--- src/logic/fetch_pkg.sv ---
// --------------------------------------------------------------------
// shared sizes, types and opcodes of the single-issue RV32I fetch path
// no compressed instructions; every fetch returns exactly one word
// --------------------------------------------------------------------
package fetch_pkg;

  // --------------------------------------------------------------------
  // sizes
  // --------------------------------------------------------------------
  // sequential step, 32-bit instructions only
  localparam int unsigned INSTR_BYTES    = 4;
  // direction predictor size, must be a power of two
  localparam int unsigned BHT_ENTRIES    = 16;
  localparam int unsigned BHT_IDX_W      = $clog2(BHT_ENTRIES);
  // fetch queue, power of two so the pointers wrap by themselves
  localparam int unsigned QUEUE_DEPTH    = 4;
  localparam int unsigned QPTR_W         = $clog2(QUEUE_DEPTH);
  // decode buffer slots, also the credit count after reset or flush
  localparam int unsigned DECODE_CREDITS = 4;
  localparam int unsigned CREDIT_W       = $clog2(DECODE_CREDITS + 1);

  // --------------------------------------------------------------------
  // types
  // --------------------------------------------------------------------
  typedef logic [31:0]          pc_t;
  typedef logic [31:0]          instr_t;
  typedef logic [6:0]           opcode_t;
  typedef logic [BHT_IDX_W-1:0] bht_idx_t;
  typedef logic [1:0]           bht_cnt_t;
  typedef logic [QPTR_W-1:0]    qptr_t;
  // occupancy needs one more bit than the pointers
  typedef logic [QPTR_W:0]      qcnt_t;
  typedef logic [CREDIT_W-1:0]  credit_t;

  // --------------------------------------------------------------------
  // encodings
  // --------------------------------------------------------------------
  // major opcodes seen by the scanner
  localparam opcode_t OPCODE_BRANCH = 7'b1100011;
  localparam opcode_t OPCODE_JAL    = 7'b1101111;

  // counter values loaded on the first update of an entry
  localparam bht_cnt_t BHT_WEAK_NOT_TAKEN = 2'b01;
  localparam bht_cnt_t BHT_WEAK_TAKEN     = 2'b10;

endpackage

--- src/logic/branch_scan.sv ---
// --------------------------------------------------------------------
// combinational scan of one RV32I word for conditional branches and jal
// jalr is not recognised and falls through as an ordinary instruction
// --------------------------------------------------------------------
`timescale 1ns/1ps

module branch_scan (
  input  fetch_pkg::instr_t instr_i,
  output logic              is_branch_o,
  output logic              is_jal_o,
  output fetch_pkg::pc_t    imm_o
);

  import fetch_pkg::*;

  opcode_t opcode;
  pc_t     imm_b;
  pc_t     imm_j;

  assign opcode = instr_i[6:0];

  // --------------------------------------------------------------------
  // opcode decode
  // --------------------------------------------------------------------
  // funct3 is not checked, the reserved branch encodings are rare
  // enough to be treated as branches
  assign is_branch_o = (opcode == OPCODE_BRANCH);
  assign is_jal_o    = (opcode == OPCODE_JAL);

  // --------------------------------------------------------------------
  // immediates
  // --------------------------------------------------------------------
  // B-type: imm[12|10:5] in 31:25, imm[4:1|11] in 11:7
  assign imm_b = {{20{instr_i[31]}}, instr_i[7], instr_i[30:25],
                  instr_i[11:8], 1'b0};

  // J-type: imm[20|10:1|11|19:12] in 31:12
  assign imm_j = {{12{instr_i[31]}}, instr_i[19:12], instr_i[20],
                  instr_i[30:21], 1'b0};

  // bit 31 of the result is the sign used by the static fallback
  // meaningless for anything that is neither branch nor jal
  assign imm_o = is_jal_o ? imm_j : imm_b;

endmodule

--- src/logic/branch_history.sv ---
// --------------------------------------------------------------------
// direction table of 2-bit saturating counters, indexed by pc[5:2]
// untagged, so aliasing branches share a counter
// a read of an entry written in the same cycle returns the old value
// --------------------------------------------------------------------
`timescale 1ns/1ps

module branch_history (
  input  logic           clk_i,
  input  logic           rst_ni,
  input  fetch_pkg::pc_t lookup_pc_i,
  input  logic           update_valid_i,
  input  fetch_pkg::pc_t update_pc_i,
  input  logic           update_taken_i,
  output logic           predict_valid_o,
  output logic           predict_taken_o
);

  import fetch_pkg::*;

  bht_cnt_t                   cnt_q [BHT_ENTRIES];
  logic     [BHT_ENTRIES-1:0] valid_q;
  bht_idx_t                   lookup_idx;
  bht_idx_t                   update_idx;

  // skip the two alignment bits
  assign lookup_idx = lookup_pc_i[BHT_IDX_W+1:2];
  assign update_idx = update_pc_i[BHT_IDX_W+1:2];

  // --------------------------------------------------------------------
  // lookup
  // --------------------------------------------------------------------
  assign predict_valid_o = valid_q[lookup_idx];
  // upper counter bit is the direction
  assign predict_taken_o = cnt_q[lookup_idx][1];

  // --------------------------------------------------------------------
  // update
  // --------------------------------------------------------------------
  // valid bits are the only state that must come up known
  always_ff @(posedge clk_i or negedge rst_ni) begin
    if (!rst_ni) begin
      valid_q <= '0;
    end else if (update_valid_i) begin
      valid_q[update_idx] <= 1'b1;
    end
  end

  always_ff @(posedge clk_i) begin
    if (update_valid_i) begin
      if (!valid_q[update_idx]) begin
        // first outcome seeds a weak counter in its own direction
        cnt_q[update_idx] <= update_taken_i ? BHT_WEAK_TAKEN : BHT_WEAK_NOT_TAKEN;
      end else if (update_taken_i) begin
        // saturate at strongly taken
        if (cnt_q[update_idx] != 2'b11) begin
          cnt_q[update_idx] <= cnt_q[update_idx] + bht_cnt_t'(1);
        end
      end else if (cnt_q[update_idx] != 2'b00) begin
        cnt_q[update_idx] <= cnt_q[update_idx] - bht_cnt_t'(1);
      end
    end
  end

endmodule

--- src/logic/pc_select.sv ---
// --------------------------------------------------------------------
// next-pc register and fetch address select
// prediction steers the current request and redirects steer the next one
// the response of a request issued in a redirect cycle is killed
// --------------------------------------------------------------------
`timescale 1ns/1ps

module pc_select (
  input  logic           clk_i,
  input  logic           rst_ni,
  input  fetch_pkg::pc_t boot_addr_i,
  input  logic           fetch_room_i,
  input  logic           predict_valid_i,
  input  fetch_pkg::pc_t predict_target_i,
  input  logic           mispredict_i,
  input  fetch_pkg::pc_t mispredict_target_i,
  input  logic           trap_valid_i,
  input  fetch_pkg::pc_t trap_vector_i,
  output logic           fetch_req_o,
  output fetch_pkg::pc_t fetch_addr_o,
  output logic           resp_kill_o
);

  import fetch_pkg::*;

  pc_t  npc_q;
  pc_t  npc_d;
  pc_t  fetch_addr;
  // first cycle out of reset fetches from the boot address
  logic boot_load_q;
  logic kill_q;

  // the queue reservation is the only limit since memory never stalls
  assign fetch_req_o = fetch_room_i;

  // --------------------------------------------------------------------
  // next pc with the lowest priority first
  // --------------------------------------------------------------------
  always_comb begin
    fetch_addr = boot_load_q ? boot_addr_i : npc_q;
    // predicted redirect takes effect on this very request
    if (predict_valid_i) begin
      fetch_addr = predict_target_i;
    end
    // hold the address while there is no room
    npc_d = fetch_addr;
    if (fetch_req_o) begin
      npc_d = fetch_addr + pc_t'(INSTR_BYTES);
    end
    // trap wins over mispredict among the back-end redirects
    if (mispredict_i) begin
      npc_d = mispredict_target_i;
    end
    if (trap_valid_i) begin
      npc_d = trap_vector_i;
    end
  end

  assign fetch_addr_o = fetch_addr;

  always_ff @(posedge clk_i or negedge rst_ni) begin
    if (!rst_ni) begin
      npc_q       <= '0;
      boot_load_q <= 1'b1;
      // anything answered for a request seen during reset is dropped
      kill_q      <= 1'b1;
    end else begin
      npc_q       <= npc_d;
      boot_load_q <= 1'b0;
      // the request issued now still follows the old path
      kill_q      <= (mispredict_i | trap_valid_i) & fetch_req_o;
    end
  end

  assign resp_kill_o = kill_q;

endmodule

--- src/logic/fetch_queue.sv ---
// --------------------------------------------------------------------
// fetch queue toward decode with credit flow control
// a slot is reserved when a request goes out, so a response always fits
// an entry pushed at an edge can leave in the cycle after it
// --------------------------------------------------------------------
`timescale 1ns/1ps

module fetch_queue (
  input  logic              clk_i,
  input  logic              rst_ni,
  input  logic              flush_i,
  input  logic              fetch_req_i,
  input  logic              resp_valid_i,
  input  fetch_pkg::pc_t    resp_pc_i,
  input  fetch_pkg::instr_t resp_instr_i,
  input  logic              resp_taken_i,
  input  logic              credit_i,
  output logic              fetch_room_o,
  output logic              entry_valid_o,
  output fetch_pkg::pc_t    entry_pc_o,
  output fetch_pkg::instr_t entry_instr_o,
  output logic              entry_taken_o
);

  import fetch_pkg::*;

  // payload storage
  pc_t     pc_mem    [QUEUE_DEPTH];
  instr_t  instr_mem [QUEUE_DEPTH];
  logic    taken_mem [QUEUE_DEPTH];

  qptr_t   wr_ptr_q;
  qptr_t   rd_ptr_q;
  qcnt_t   count_q;
  qcnt_t   count_d;
  qcnt_t   occupancy;
  // one request in flight at most
  logic    reserved_q;
  credit_t credit_q;
  credit_t credit_d;
  logic    push;
  logic    pop;

  // --------------------------------------------------------------------
  // reservation
  // --------------------------------------------------------------------
  assign occupancy    = count_q + qcnt_t'(reserved_q);
  assign fetch_room_o = occupancy < qcnt_t'(QUEUE_DEPTH);

  // --------------------------------------------------------------------
  // push and pop
  // --------------------------------------------------------------------
  assign push = resp_valid_i & ~flush_i;
  // send only while decode has a free slot
  assign pop  = (count_q != '0) & (credit_q != '0);

  assign entry_valid_o = pop;
  assign entry_pc_o    = pc_mem[rd_ptr_q];
  assign entry_instr_o = instr_mem[rd_ptr_q];
  assign entry_taken_o = taken_mem[rd_ptr_q];

  always_comb begin
    count_d = count_q;
    if (push && !pop) begin
      count_d = count_q + qcnt_t'(1);
    end else if (pop && !push) begin
      count_d = count_q - qcnt_t'(1);
    end
    credit_d = credit_q;
    if (pop) begin
      credit_d = credit_d - credit_t'(1);
    end
    if (credit_i) begin
      credit_d = credit_d + credit_t'(1);
    end
  end

  always_ff @(posedge clk_i) begin
    if (push) begin
      pc_mem[wr_ptr_q]    <= resp_pc_i;
      instr_mem[wr_ptr_q] <= resp_instr_i;
      taken_mem[wr_ptr_q] <= resp_taken_i;
    end
  end

  always_ff @(posedge clk_i or negedge rst_ni) begin
    if (!rst_ni) begin
      wr_ptr_q   <= '0;
      rd_ptr_q   <= '0;
      count_q    <= '0;
      reserved_q <= 1'b0;
      credit_q   <= credit_t'(DECODE_CREDITS);
    end else begin
      reserved_q <= fetch_req_i;
      if (flush_i) begin
        // decode drops its buffer at the same edge
        wr_ptr_q <= '0;
        rd_ptr_q <= '0;
        count_q  <= '0;
        credit_q <= credit_t'(DECODE_CREDITS);
      end else begin
        if (push) begin
          wr_ptr_q <= wr_ptr_q + qptr_t'(1);
        end
        if (pop) begin
          rd_ptr_q <= rd_ptr_q + qptr_t'(1);
        end
        count_q  <= count_d;
        credit_q <= credit_d;
      end
    end
  end

  // reservation upstream keeps a response from landing on a full queue
  a_no_push_full : assert property (@(posedge clk_i) disable iff (!rst_ni)
    push |-> (count_q < qcnt_t'(QUEUE_DEPTH)));

  // decode never returns more slots than it has
  a_credit_max : assert property (@(posedge clk_i) disable iff (!rst_ni)
    credit_q <= credit_t'(DECODE_CREDITS));

endmodule

--- src/logic/fetch_frontend.sv ---
// --------------------------------------------------------------------
// single-issue RV32I fetch front end, fixed one-cycle memory response
// predicts branches and jal only, jalr is fetched sequentially
// a trap flushes the queue itself, a mispredict relies on flush_i
// --------------------------------------------------------------------
`timescale 1ns/1ps

module fetch_frontend (
  input  logic              clk_i,
  input  logic              rst_ni,
  input  fetch_pkg::pc_t    boot_addr_i,
  input  logic              flush_i,
  // instruction memory
  output logic              fetch_req_o,
  output fetch_pkg::pc_t    fetch_addr_o,
  input  logic              fetch_valid_i,
  input  fetch_pkg::instr_t fetch_data_i,
  // resolved branches from execute
  input  logic              resolve_valid_i,
  input  fetch_pkg::pc_t    resolve_pc_i,
  input  logic              resolve_taken_i,
  input  logic              resolve_mispredict_i,
  input  fetch_pkg::pc_t    resolve_target_i,
  // trap redirect
  input  logic              trap_valid_i,
  input  fetch_pkg::pc_t    trap_vector_i,
  // decode
  output logic              entry_valid_o,
  output fetch_pkg::pc_t    entry_pc_o,
  output fetch_pkg::instr_t entry_instr_o,
  output logic              entry_taken_o,
  input  logic              credit_i
);

  import fetch_pkg::*;

  // address of the previous request, i.e. of the current response
  pc_t  resp_pc_q;
  pc_t  imm;
  pc_t  predict_target;
  logic resp_kill;
  logic resp_ok;
  logic is_branch;
  logic is_jal;
  logic bht_valid;
  logic bht_taken;
  logic predict_taken;
  logic mispredict;
  logic fetch_room;

  always_ff @(posedge clk_i) begin
    if (fetch_req_o) begin
      resp_pc_q <= fetch_addr_o;
    end
  end

  assign mispredict = resolve_valid_i & resolve_mispredict_i;
  // killed responses belong to an abandoned path
  assign resp_ok    = fetch_valid_i & ~resp_kill;

  branch_scan i_branch_scan (
    .instr_i     (fetch_data_i),
    .is_branch_o (is_branch),
    .is_jal_o    (is_jal),
    .imm_o       (imm)
  );

  // every resolve is a conditional branch, so all of them train
  branch_history i_branch_history (
    .clk_i           (clk_i),
    .rst_ni          (rst_ni),
    .lookup_pc_i     (resp_pc_q),
    .update_valid_i  (resolve_valid_i),
    .update_pc_i     (resolve_pc_i),
    .update_taken_i  (resolve_taken_i),
    .predict_valid_o (bht_valid),
    .predict_taken_o (bht_taken)
  );

  // --------------------------------------------------------------------
  // prediction
  // --------------------------------------------------------------------
  // jal always taken; branch uses the table, else backward means taken
  assign predict_taken  = is_jal | (is_branch & (bht_valid ? bht_taken : imm[31]));
  assign predict_target = resp_pc_q + imm;

  pc_select i_pc_select (
    .clk_i               (clk_i),
    .rst_ni              (rst_ni),
    .boot_addr_i         (boot_addr_i),
    .fetch_room_i        (fetch_room),
    .predict_valid_i     (resp_ok & predict_taken),
    .predict_target_i    (predict_target),
    .mispredict_i        (mispredict),
    .mispredict_target_i (resolve_target_i),
    .trap_valid_i        (trap_valid_i),
    .trap_vector_i       (trap_vector_i),
    .fetch_req_o         (fetch_req_o),
    .fetch_addr_o        (fetch_addr_o),
    .resp_kill_o         (resp_kill)
  );

  // a response arriving with a redirect is old path as well
  fetch_queue i_fetch_queue (
    .clk_i         (clk_i),
    .rst_ni        (rst_ni),
    .flush_i       (flush_i | trap_valid_i),
    .fetch_req_i   (fetch_req_o),
    .resp_valid_i  (resp_ok & ~(mispredict | trap_valid_i)),
    .resp_pc_i     (resp_pc_q),
    .resp_instr_i  (fetch_data_i),
    .resp_taken_i  (predict_taken),
    .credit_i      (credit_i),
    .fetch_room_o  (fetch_room),
    .entry_valid_o (entry_valid_o),
    .entry_pc_o    (entry_pc_o),
    .entry_instr_o (entry_instr_o),
    .entry_taken_o (entry_taken_o)
  );

endmodule

--- config.mk ---
export PLATFORM = sky130hd
export DESIGN_NAME = fetch_frontend
export DESIGN_NICKNAME = d
export VERILOG_FILES = /design/src/logic/fetch_pkg.sv /design/src/logic/branch_scan.sv /design/src/logic/branch_history.sv /design/src/logic/pc_select.sv /design/src/logic/fetch_queue.sv /design/src/logic/fetch_frontend.sv
export SDC_FILE = /design/constraint.sdc
export NUM_CORES = 1
export LEC_CHECK = 0
export BUFFER_PORTS_ARGS = -buffer_cell sky130_fd_sc_hd__buf_2
export CELL_PAD_IN_SITES_DETAIL_PLACEMENT = 2
export CELL_PAD_IN_SITES_GLOBAL_PLACEMENT = 2
export CORE_ASPECT_RATIO = 0.5
export CORE_MARGIN = 2
export CORE_UTILIZATION = 40
export CTS_CLUSTER_SIZE = 16
export DETAILED_ROUTE_END_ITERATION = 10
export PLACE_DENSITY_LB_ADDON = 0.1
export SYNTH_ARGS = -nofsm -noshare
export SYNTH_HDL_FRONTEND = slang
export SYNTH_SLANG_ARGS = --single-unit
--- constraint.sdc ---
create_clock -name clk_i -period 5.99 [get_ports clk_i]
set_clock_uncertainty 0.2 [all_clocks]
set_input_delay 0.8985 -clock clk_i [delete_from_list [all_inputs] [get_ports clk_i]]
set_output_delay 0.8985 -clock clk_i [all_outputs]
set_load 0.01 [all_outputs]
==> qor.csv <==
stage,metric,value,unit
power_and_ir_drop,power-per-cell-area,323,nW/um^2
timing,worst_pin_slew,0.934,ns
synthesis,synth_top_flop_cell,sky130_fd_sc_hd__edfxtp_1,
clocking,cts_max_level,2,
power_and_ir_drop,clock_power_share,0.330,
worst_setup_path,timing.critical_path.fanout_max,10,
global_routing,first_global_vias,14500,
worst_setup_path,path_class,input port to output pin,
global_routing,global_route.peak_usage_layer,met2,
clocking,numCtsBuffers,39,
power_and_ir_drop,fin_total_pwr,7.28,mW
synthesis,synth.largest_area_cell,sky130_fd_sc_hd__edfxtp_1,
worst_setup_path,worstSetupEndpointType,output pin,
floorplan,floorplan.initialDensity,0.404,
detailed_routing,avgViaCountPerCell,5.63,
timing,final_report_max_slew_violation_count,0,
clocking,buffer_cell_driving_the_clock_tree_root,sky130_fd_sc_hd__clkbuf_16,
clocking,clock-sinks,389,
timing,min_period,5.76,ns
global_routing,pin_count_of_the_biggest_net_entering_global_routing,62,
clocking,clock_tree.buffer_depth,3,
placed_design,port_buffers,239,
placed_design,post_dp_cell_area,21300,um^2
global_routing,groute.layer.met2.usage,0.443,
worst_setup_path,cp_cell_sequence,"buf_2, nor2b_1, nand4_1, nor2_2, buf_6, mux2_2, ha_1, inv_1, fa_1, nor2b_2, o21a_2, o21ai_2, a211oi_2, nor2_1, o31a_1, or3_1, o21a_1, inv_1, buf_2",
floorplan,fp-row-count,56,
power_and_ir_drop,net-switching-power,2.23,mW
timing,setup_viol,0,
status,status,"finished, final reports clean",
worst_setup_path,crit_required,4.89,ns
timing,final.hold.worst_slack,0.306,ns
synthesis,synth.lib_cells_used.distinct,85,
clocking,postCtsHoldBufs,0,
detailed_routing,routed-via-count,13100,
placed_design,dp.cells,2246,
timing,hold_violation_count_in_the_final_report,0,
synthesis,synth_fp_nets,1573,
floorplan,core_outline_area,46700,um^2
synthesis,ys_ff_latch,389,
clocking,post_cts.repair.setup_buffers,0,
power_and_ir_drop,switching_share,0.306,
clocking,clock_latency,0.57,ns
worst_setup_path,crit_path_start_kind,input port,
placed_design,place_congestion,0.880,
synthesis,synth.area.top_cells,"sky130_fd_sc_hd__edfxtp_1 52%, sky130_fd_sc_hd__mux4_2 11%, sky130_fd_sc_hd__dfrtp_1 7.7%",
worst_setup_path,cpPeakStageDelay,0.42,ns
timing,period_share,0.962,
global_routing,grt_pass1_wl,96.4,mm
worst_setup_path,worstPathBufferInverterCount,5,
synthesis,synthArstFlopShare,0.157,
global_routing,grt.met3_usage,0.0476,
worst_setup_path,cpMaxStageDelayCell,sky130_fd_sc_hd__fa_1,
worst_hold_path,holdCritPathClass,register to register,
final_layout,layout.cells.non_filler,2325,
detailed_routing,detail_route.iter0.violations,1016,
floorplan,fp.dieArea,49000,um^2
synthesis,synth-edff-count,324,
synthesis,syn_inst,1360,
final_layout,design.final.nets,1862,
power_and_ir_drop,share_seq_of_total_power,0.450,
final_layout,layout_cells_sized_above_1,0.316,
clocking,clk_pin_slew_worst_paths,0.06,ns
floorplan,num_io_pins,268,
synthesis,netlist_area,18900,um^2
timing,fmaxAchievable,174,MHz
power_and_ir_drop,comb_power_share,0.220,
timing,fin_ws,0.229,ns
final_layout,post-route-cell-area,22600,um^2
timing,slew_limit_headroom,0.377,
detailed_routing,postRouteWirelength,64.9,mm
worst_setup_path,critPathTopFamily,simple AND/OR/NAND/NOR gates,
synthesis,ys_warn_count,0,
global_routing,grt_use_total,0.266,
detailed_routing,wire_per_inst,27.9,um
final_layout,layout-area-overhead-vs-synth,19.6,%
timing,grt_setup_unrepaired,no,
synthesis,synthDominantCellAreaShare,0.516,
flow_run,max-cap-violations,0,
worst_setup_path,timing.critical_path.arrival,4.66,ns
synthesis,synth_sequential_area_ratio,0.601,
synthesis,post_synth.cell_area_avg,13.9,um^2
detailed_routing,drc,0,
power_and_ir_drop,ir_drop,0.190,mV
placed_design,placement.setup.worst_slack,-0.0458,ns
clocking,clock_tree_from_tritoncts,yes,
detailed_routing,detailedRoute.firstPassIterationCount,5,
floorplan,die_w,311,um
power_and_ir_drop,power.leakage,8.28,nW
global_routing,gr_ovfl_total,0,
placed_design,post-dp-hpwl,48.1,mm
detailed_routing,route.antenna.remaining_nets,0,
power_and_ir_drop,p_int,5.05,mW
global_routing,met1_usage,0.367,
global_routing,grt_antenna_before_repair,7,
floorplan,dieHeight,158,um
layout make-up:
type / instances / area, um^2
inverters: 36 / 135
diodes: 8 / 20.0
flip-flops and latches: 389 / 11300
clock inverters: 19 / 126
well taps: 638 / 798
fillers: 4567 / 24200
repair buffers: 317 / 1860
clock buffers: 52 / 1080
multi-input cells: 866 / 7200
layout by cell type (no fill, tap or decap), types with 7 or more instances in the layout:
| cell | instances |
|---|---|
| sky130_fd_sc_hd__ha_1 | 41 |
| sky130_fd_sc_hd__clkinv_1 | 8 |
| sky130_fd_sc_hd__inv_1 | 34 |
| sky130_fd_sc_hd__mux2_2 | 20 |
| sky130_fd_sc_hd__or3_1 | 9 |
| sky130_fd_sc_hd__xor2_1 | 18 |
| sky130_fd_sc_hd__nor2_1 | 89 |
| sky130_fd_sc_hd__dfrtp_1 | 56 |
| sky130_fd_sc_hd__mux2i_1 | 29 |
| sky130_fd_sc_hd__nand3_1 | 18 |
| sky130_fd_sc_hd__and2_1 | 7 |
| sky130_fd_sc_hd__or2_2 | 10 |
| sky130_fd_sc_hd__a21oi_1 | 89 |
| sky130_fd_sc_hd__mux4_2 | 88 |
| sky130_fd_sc_hd__buf_4 | 71 |
| sky130_fd_sc_hd__clkinv_2 | 7 |
| sky130_fd_sc_hd__a211oi_1 | 16 |
| sky130_fd_sc_hd__diode_2 | 8 |
| sky130_fd_sc_hd__and3_1 | 10 |
| sky130_fd_sc_hd__o21ai_1 | 9 |
| sky130_fd_sc_hd__nor2b_1 | 19 |
| sky130_fd_sc_hd__buf_2 | 239 |
| sky130_fd_sc_hd__nor3_1 | 20 |
| sky130_fd_sc_hd__o21a_1 | 16 |
| sky130_fd_sc_hd__clkbuf_16 | 40 |
| sky130_fd_sc_hd__o21ai_0 | 50 |
| sky130_fd_sc_hd__edfxtp_1 | 324 |
| sky130_fd_sc_hd__o21bai_1 | 17 |
| sky130_fd_sc_hd__a21o_1 | 24 |
| sky130_fd_sc_hd__clkbuf_1 | 9 |
| sky130_fd_sc_hd__nand4_1 | 9 |
| sky130_fd_sc_hd__xnor2_1 | 34 |
| sky130_fd_sc_hd__nand2b_1 | 10 |
| sky130_fd_sc_hd__nand2_1 | 97 |
timing repair:
action                     CTS  global route
gates resized for setup      4            12
setup endpoints to repair    4            10
pin swaps                    0             1
cell usage after synthesis (5+ instances only):
| master | instances |
|---|---|
| sky130_fd_sc_hd__a211oi_1 | 17 |
| sky130_fd_sc_hd__a21o_1 | 24 |
| sky130_fd_sc_hd__a21oi_1 | 90 |
| sky130_fd_sc_hd__a32oi_1 | 6 |
| sky130_fd_sc_hd__and2_1 | 11 |
| sky130_fd_sc_hd__and3_1 | 10 |
| sky130_fd_sc_hd__buf_1 | 9 |
| sky130_fd_sc_hd__buf_2 | 5 |
| sky130_fd_sc_hd__clkbuf_1 | 52 |
| sky130_fd_sc_hd__dfrtp_1 | 58 |
| sky130_fd_sc_hd__edfxtp_1 | 324 |
| sky130_fd_sc_hd__ha_1 | 42 |
| sky130_fd_sc_hd__inv_1 | 34 |
| sky130_fd_sc_hd__mux2_2 | 20 |
| sky130_fd_sc_hd__mux2i_1 | 29 |
| sky130_fd_sc_hd__mux4_2 | 88 |
| sky130_fd_sc_hd__nand2_1 | 97 |
| sky130_fd_sc_hd__nand2b_1 | 10 |
| sky130_fd_sc_hd__nand3_1 | 18 |
| sky130_fd_sc_hd__nand4_1 | 9 |
| sky130_fd_sc_hd__nor2_1 | 90 |
| sky130_fd_sc_hd__nor2b_1 | 21 |
| sky130_fd_sc_hd__nor3_1 | 21 |
| sky130_fd_sc_hd__nor3b_1 | 5 |
| sky130_fd_sc_hd__nor4_1 | 5 |
| sky130_fd_sc_hd__o211ai_1 | 6 |
| sky130_fd_sc_hd__o21a_1 | 17 |
| sky130_fd_sc_hd__o21ai_0 | 52 |
| sky130_fd_sc_hd__o21ai_1 | 8 |
| sky130_fd_sc_hd__o21bai_1 | 17 |
| sky130_fd_sc_hd__o221ai_1 | 6 |
| sky130_fd_sc_hd__o22ai_1 | 5 |
| sky130_fd_sc_hd__or2_2 | 10 |
| sky130_fd_sc_hd__or3_1 | 9 |
| sky130_fd_sc_hd__xnor2_1 | 35 |
| sky130_fd_sc_hd__xor2_1 | 19 |
registers in the layout, summed over array words and instances, names as in the netlist, named ones only:
signal,cells
i_fetch_queue.instr_mem,128
i_fetch_queue.pc_mem,128
i_branch_history.cnt_q,32
i_pc_select.npc_q,32
resp_pc_q,32
i_branch_history.valid_q,16
i_fetch_queue.taken_mem,4
i_fetch_queue.count_q,3
i_fetch_queue.credit_q,3
i_fetch_queue.rd_ptr_q,2
i_fetch_queue.wr_ptr_q,2
i_fetch_queue.reserved_q,1
i_pc_select.boot_load_q,1
i_pc_select.resp_kill_o,1
cells by family (layout without fill, tap and decap cells):
logic type	count (synthesis)	count (layout)	synth area share
AOI/OAI and AO/OA	290	290	0.0992
xor gates and xnor gates	54	54	0.0251
adders and majority gates	44	44	0.0300
buffers and inverters	105	424	0.0220
DFF	389	389	0.601
muxes	139	139	0.134
other	1	9	0.000199
and+or+nand+nor	338	338	0.0884
metrics by stage:
step | TNS [ns] | util
2_1_floorplan | 0 | -
5_1_grt | 0 | 0.483
3_5_place_dp | -0.0796 | 0.456
6_report | 0 | 0.483
4_1_cts | 0 | 0.482
3_3_place_gp | 0 | 0.456
power groups by stage:
| stage | logic, mW | registers [mW] | clock network [mW] |
|---|---|---|---|
| floorplan | 0.973 | 3.23 | 0 |
| global placement | 1.51 | 3.31 | 0 |
| detailed placement | 1.57 | 3.34 | 0 |
| CTS | 1.59 | 3.28 | 2.45 |
| global route | 1.75 | 3.30 | 2.56 |
| finish | 1.60 | 3.28 | 2.41 |
layer usage:
layer,share of wire,vias to the layer above,wire length (um)
li1,-,5827,-
met1,0.46,6913,29600
met4,0.020,0,1270
met3,0.046,79,2970
met5,0,-,0
met2,0.48,267,31100
final timing paths:
path	from	endpoint	slack, ns	cells past startpoint
hold reg to reg	i_branch_history.valid_q[1]$_DFFE_PN0P_	i_branch_history.valid_q[1]$_DFFE_PN0P_	0.31	1
max in group asynchronous	rst_ni	i_fetch_queue.rd_ptr_q[0]$_DFFE_PN0P_	4.64	2
min in group asynchronous	rst_ni	i_fetch_queue.credit_q[0]$_DFF_PN0_	0.32	2
setup / recovery	fetch_data_i[5]	fetch_addr_o[27]	0.23	19
setup reg to reg	resp_pc_q[4]$_DFFE_PP_	i_pc_select.npc_q[22]$_DFF_PN0_	0.86	15
hold / removal	i_branch_history.valid_q[1]$_DFFE_PN0P_	i_branch_history.valid_q[1]$_DFFE_PN0P_	0.31	1
No activity file was read; power rests on OpenSTA's default activity.
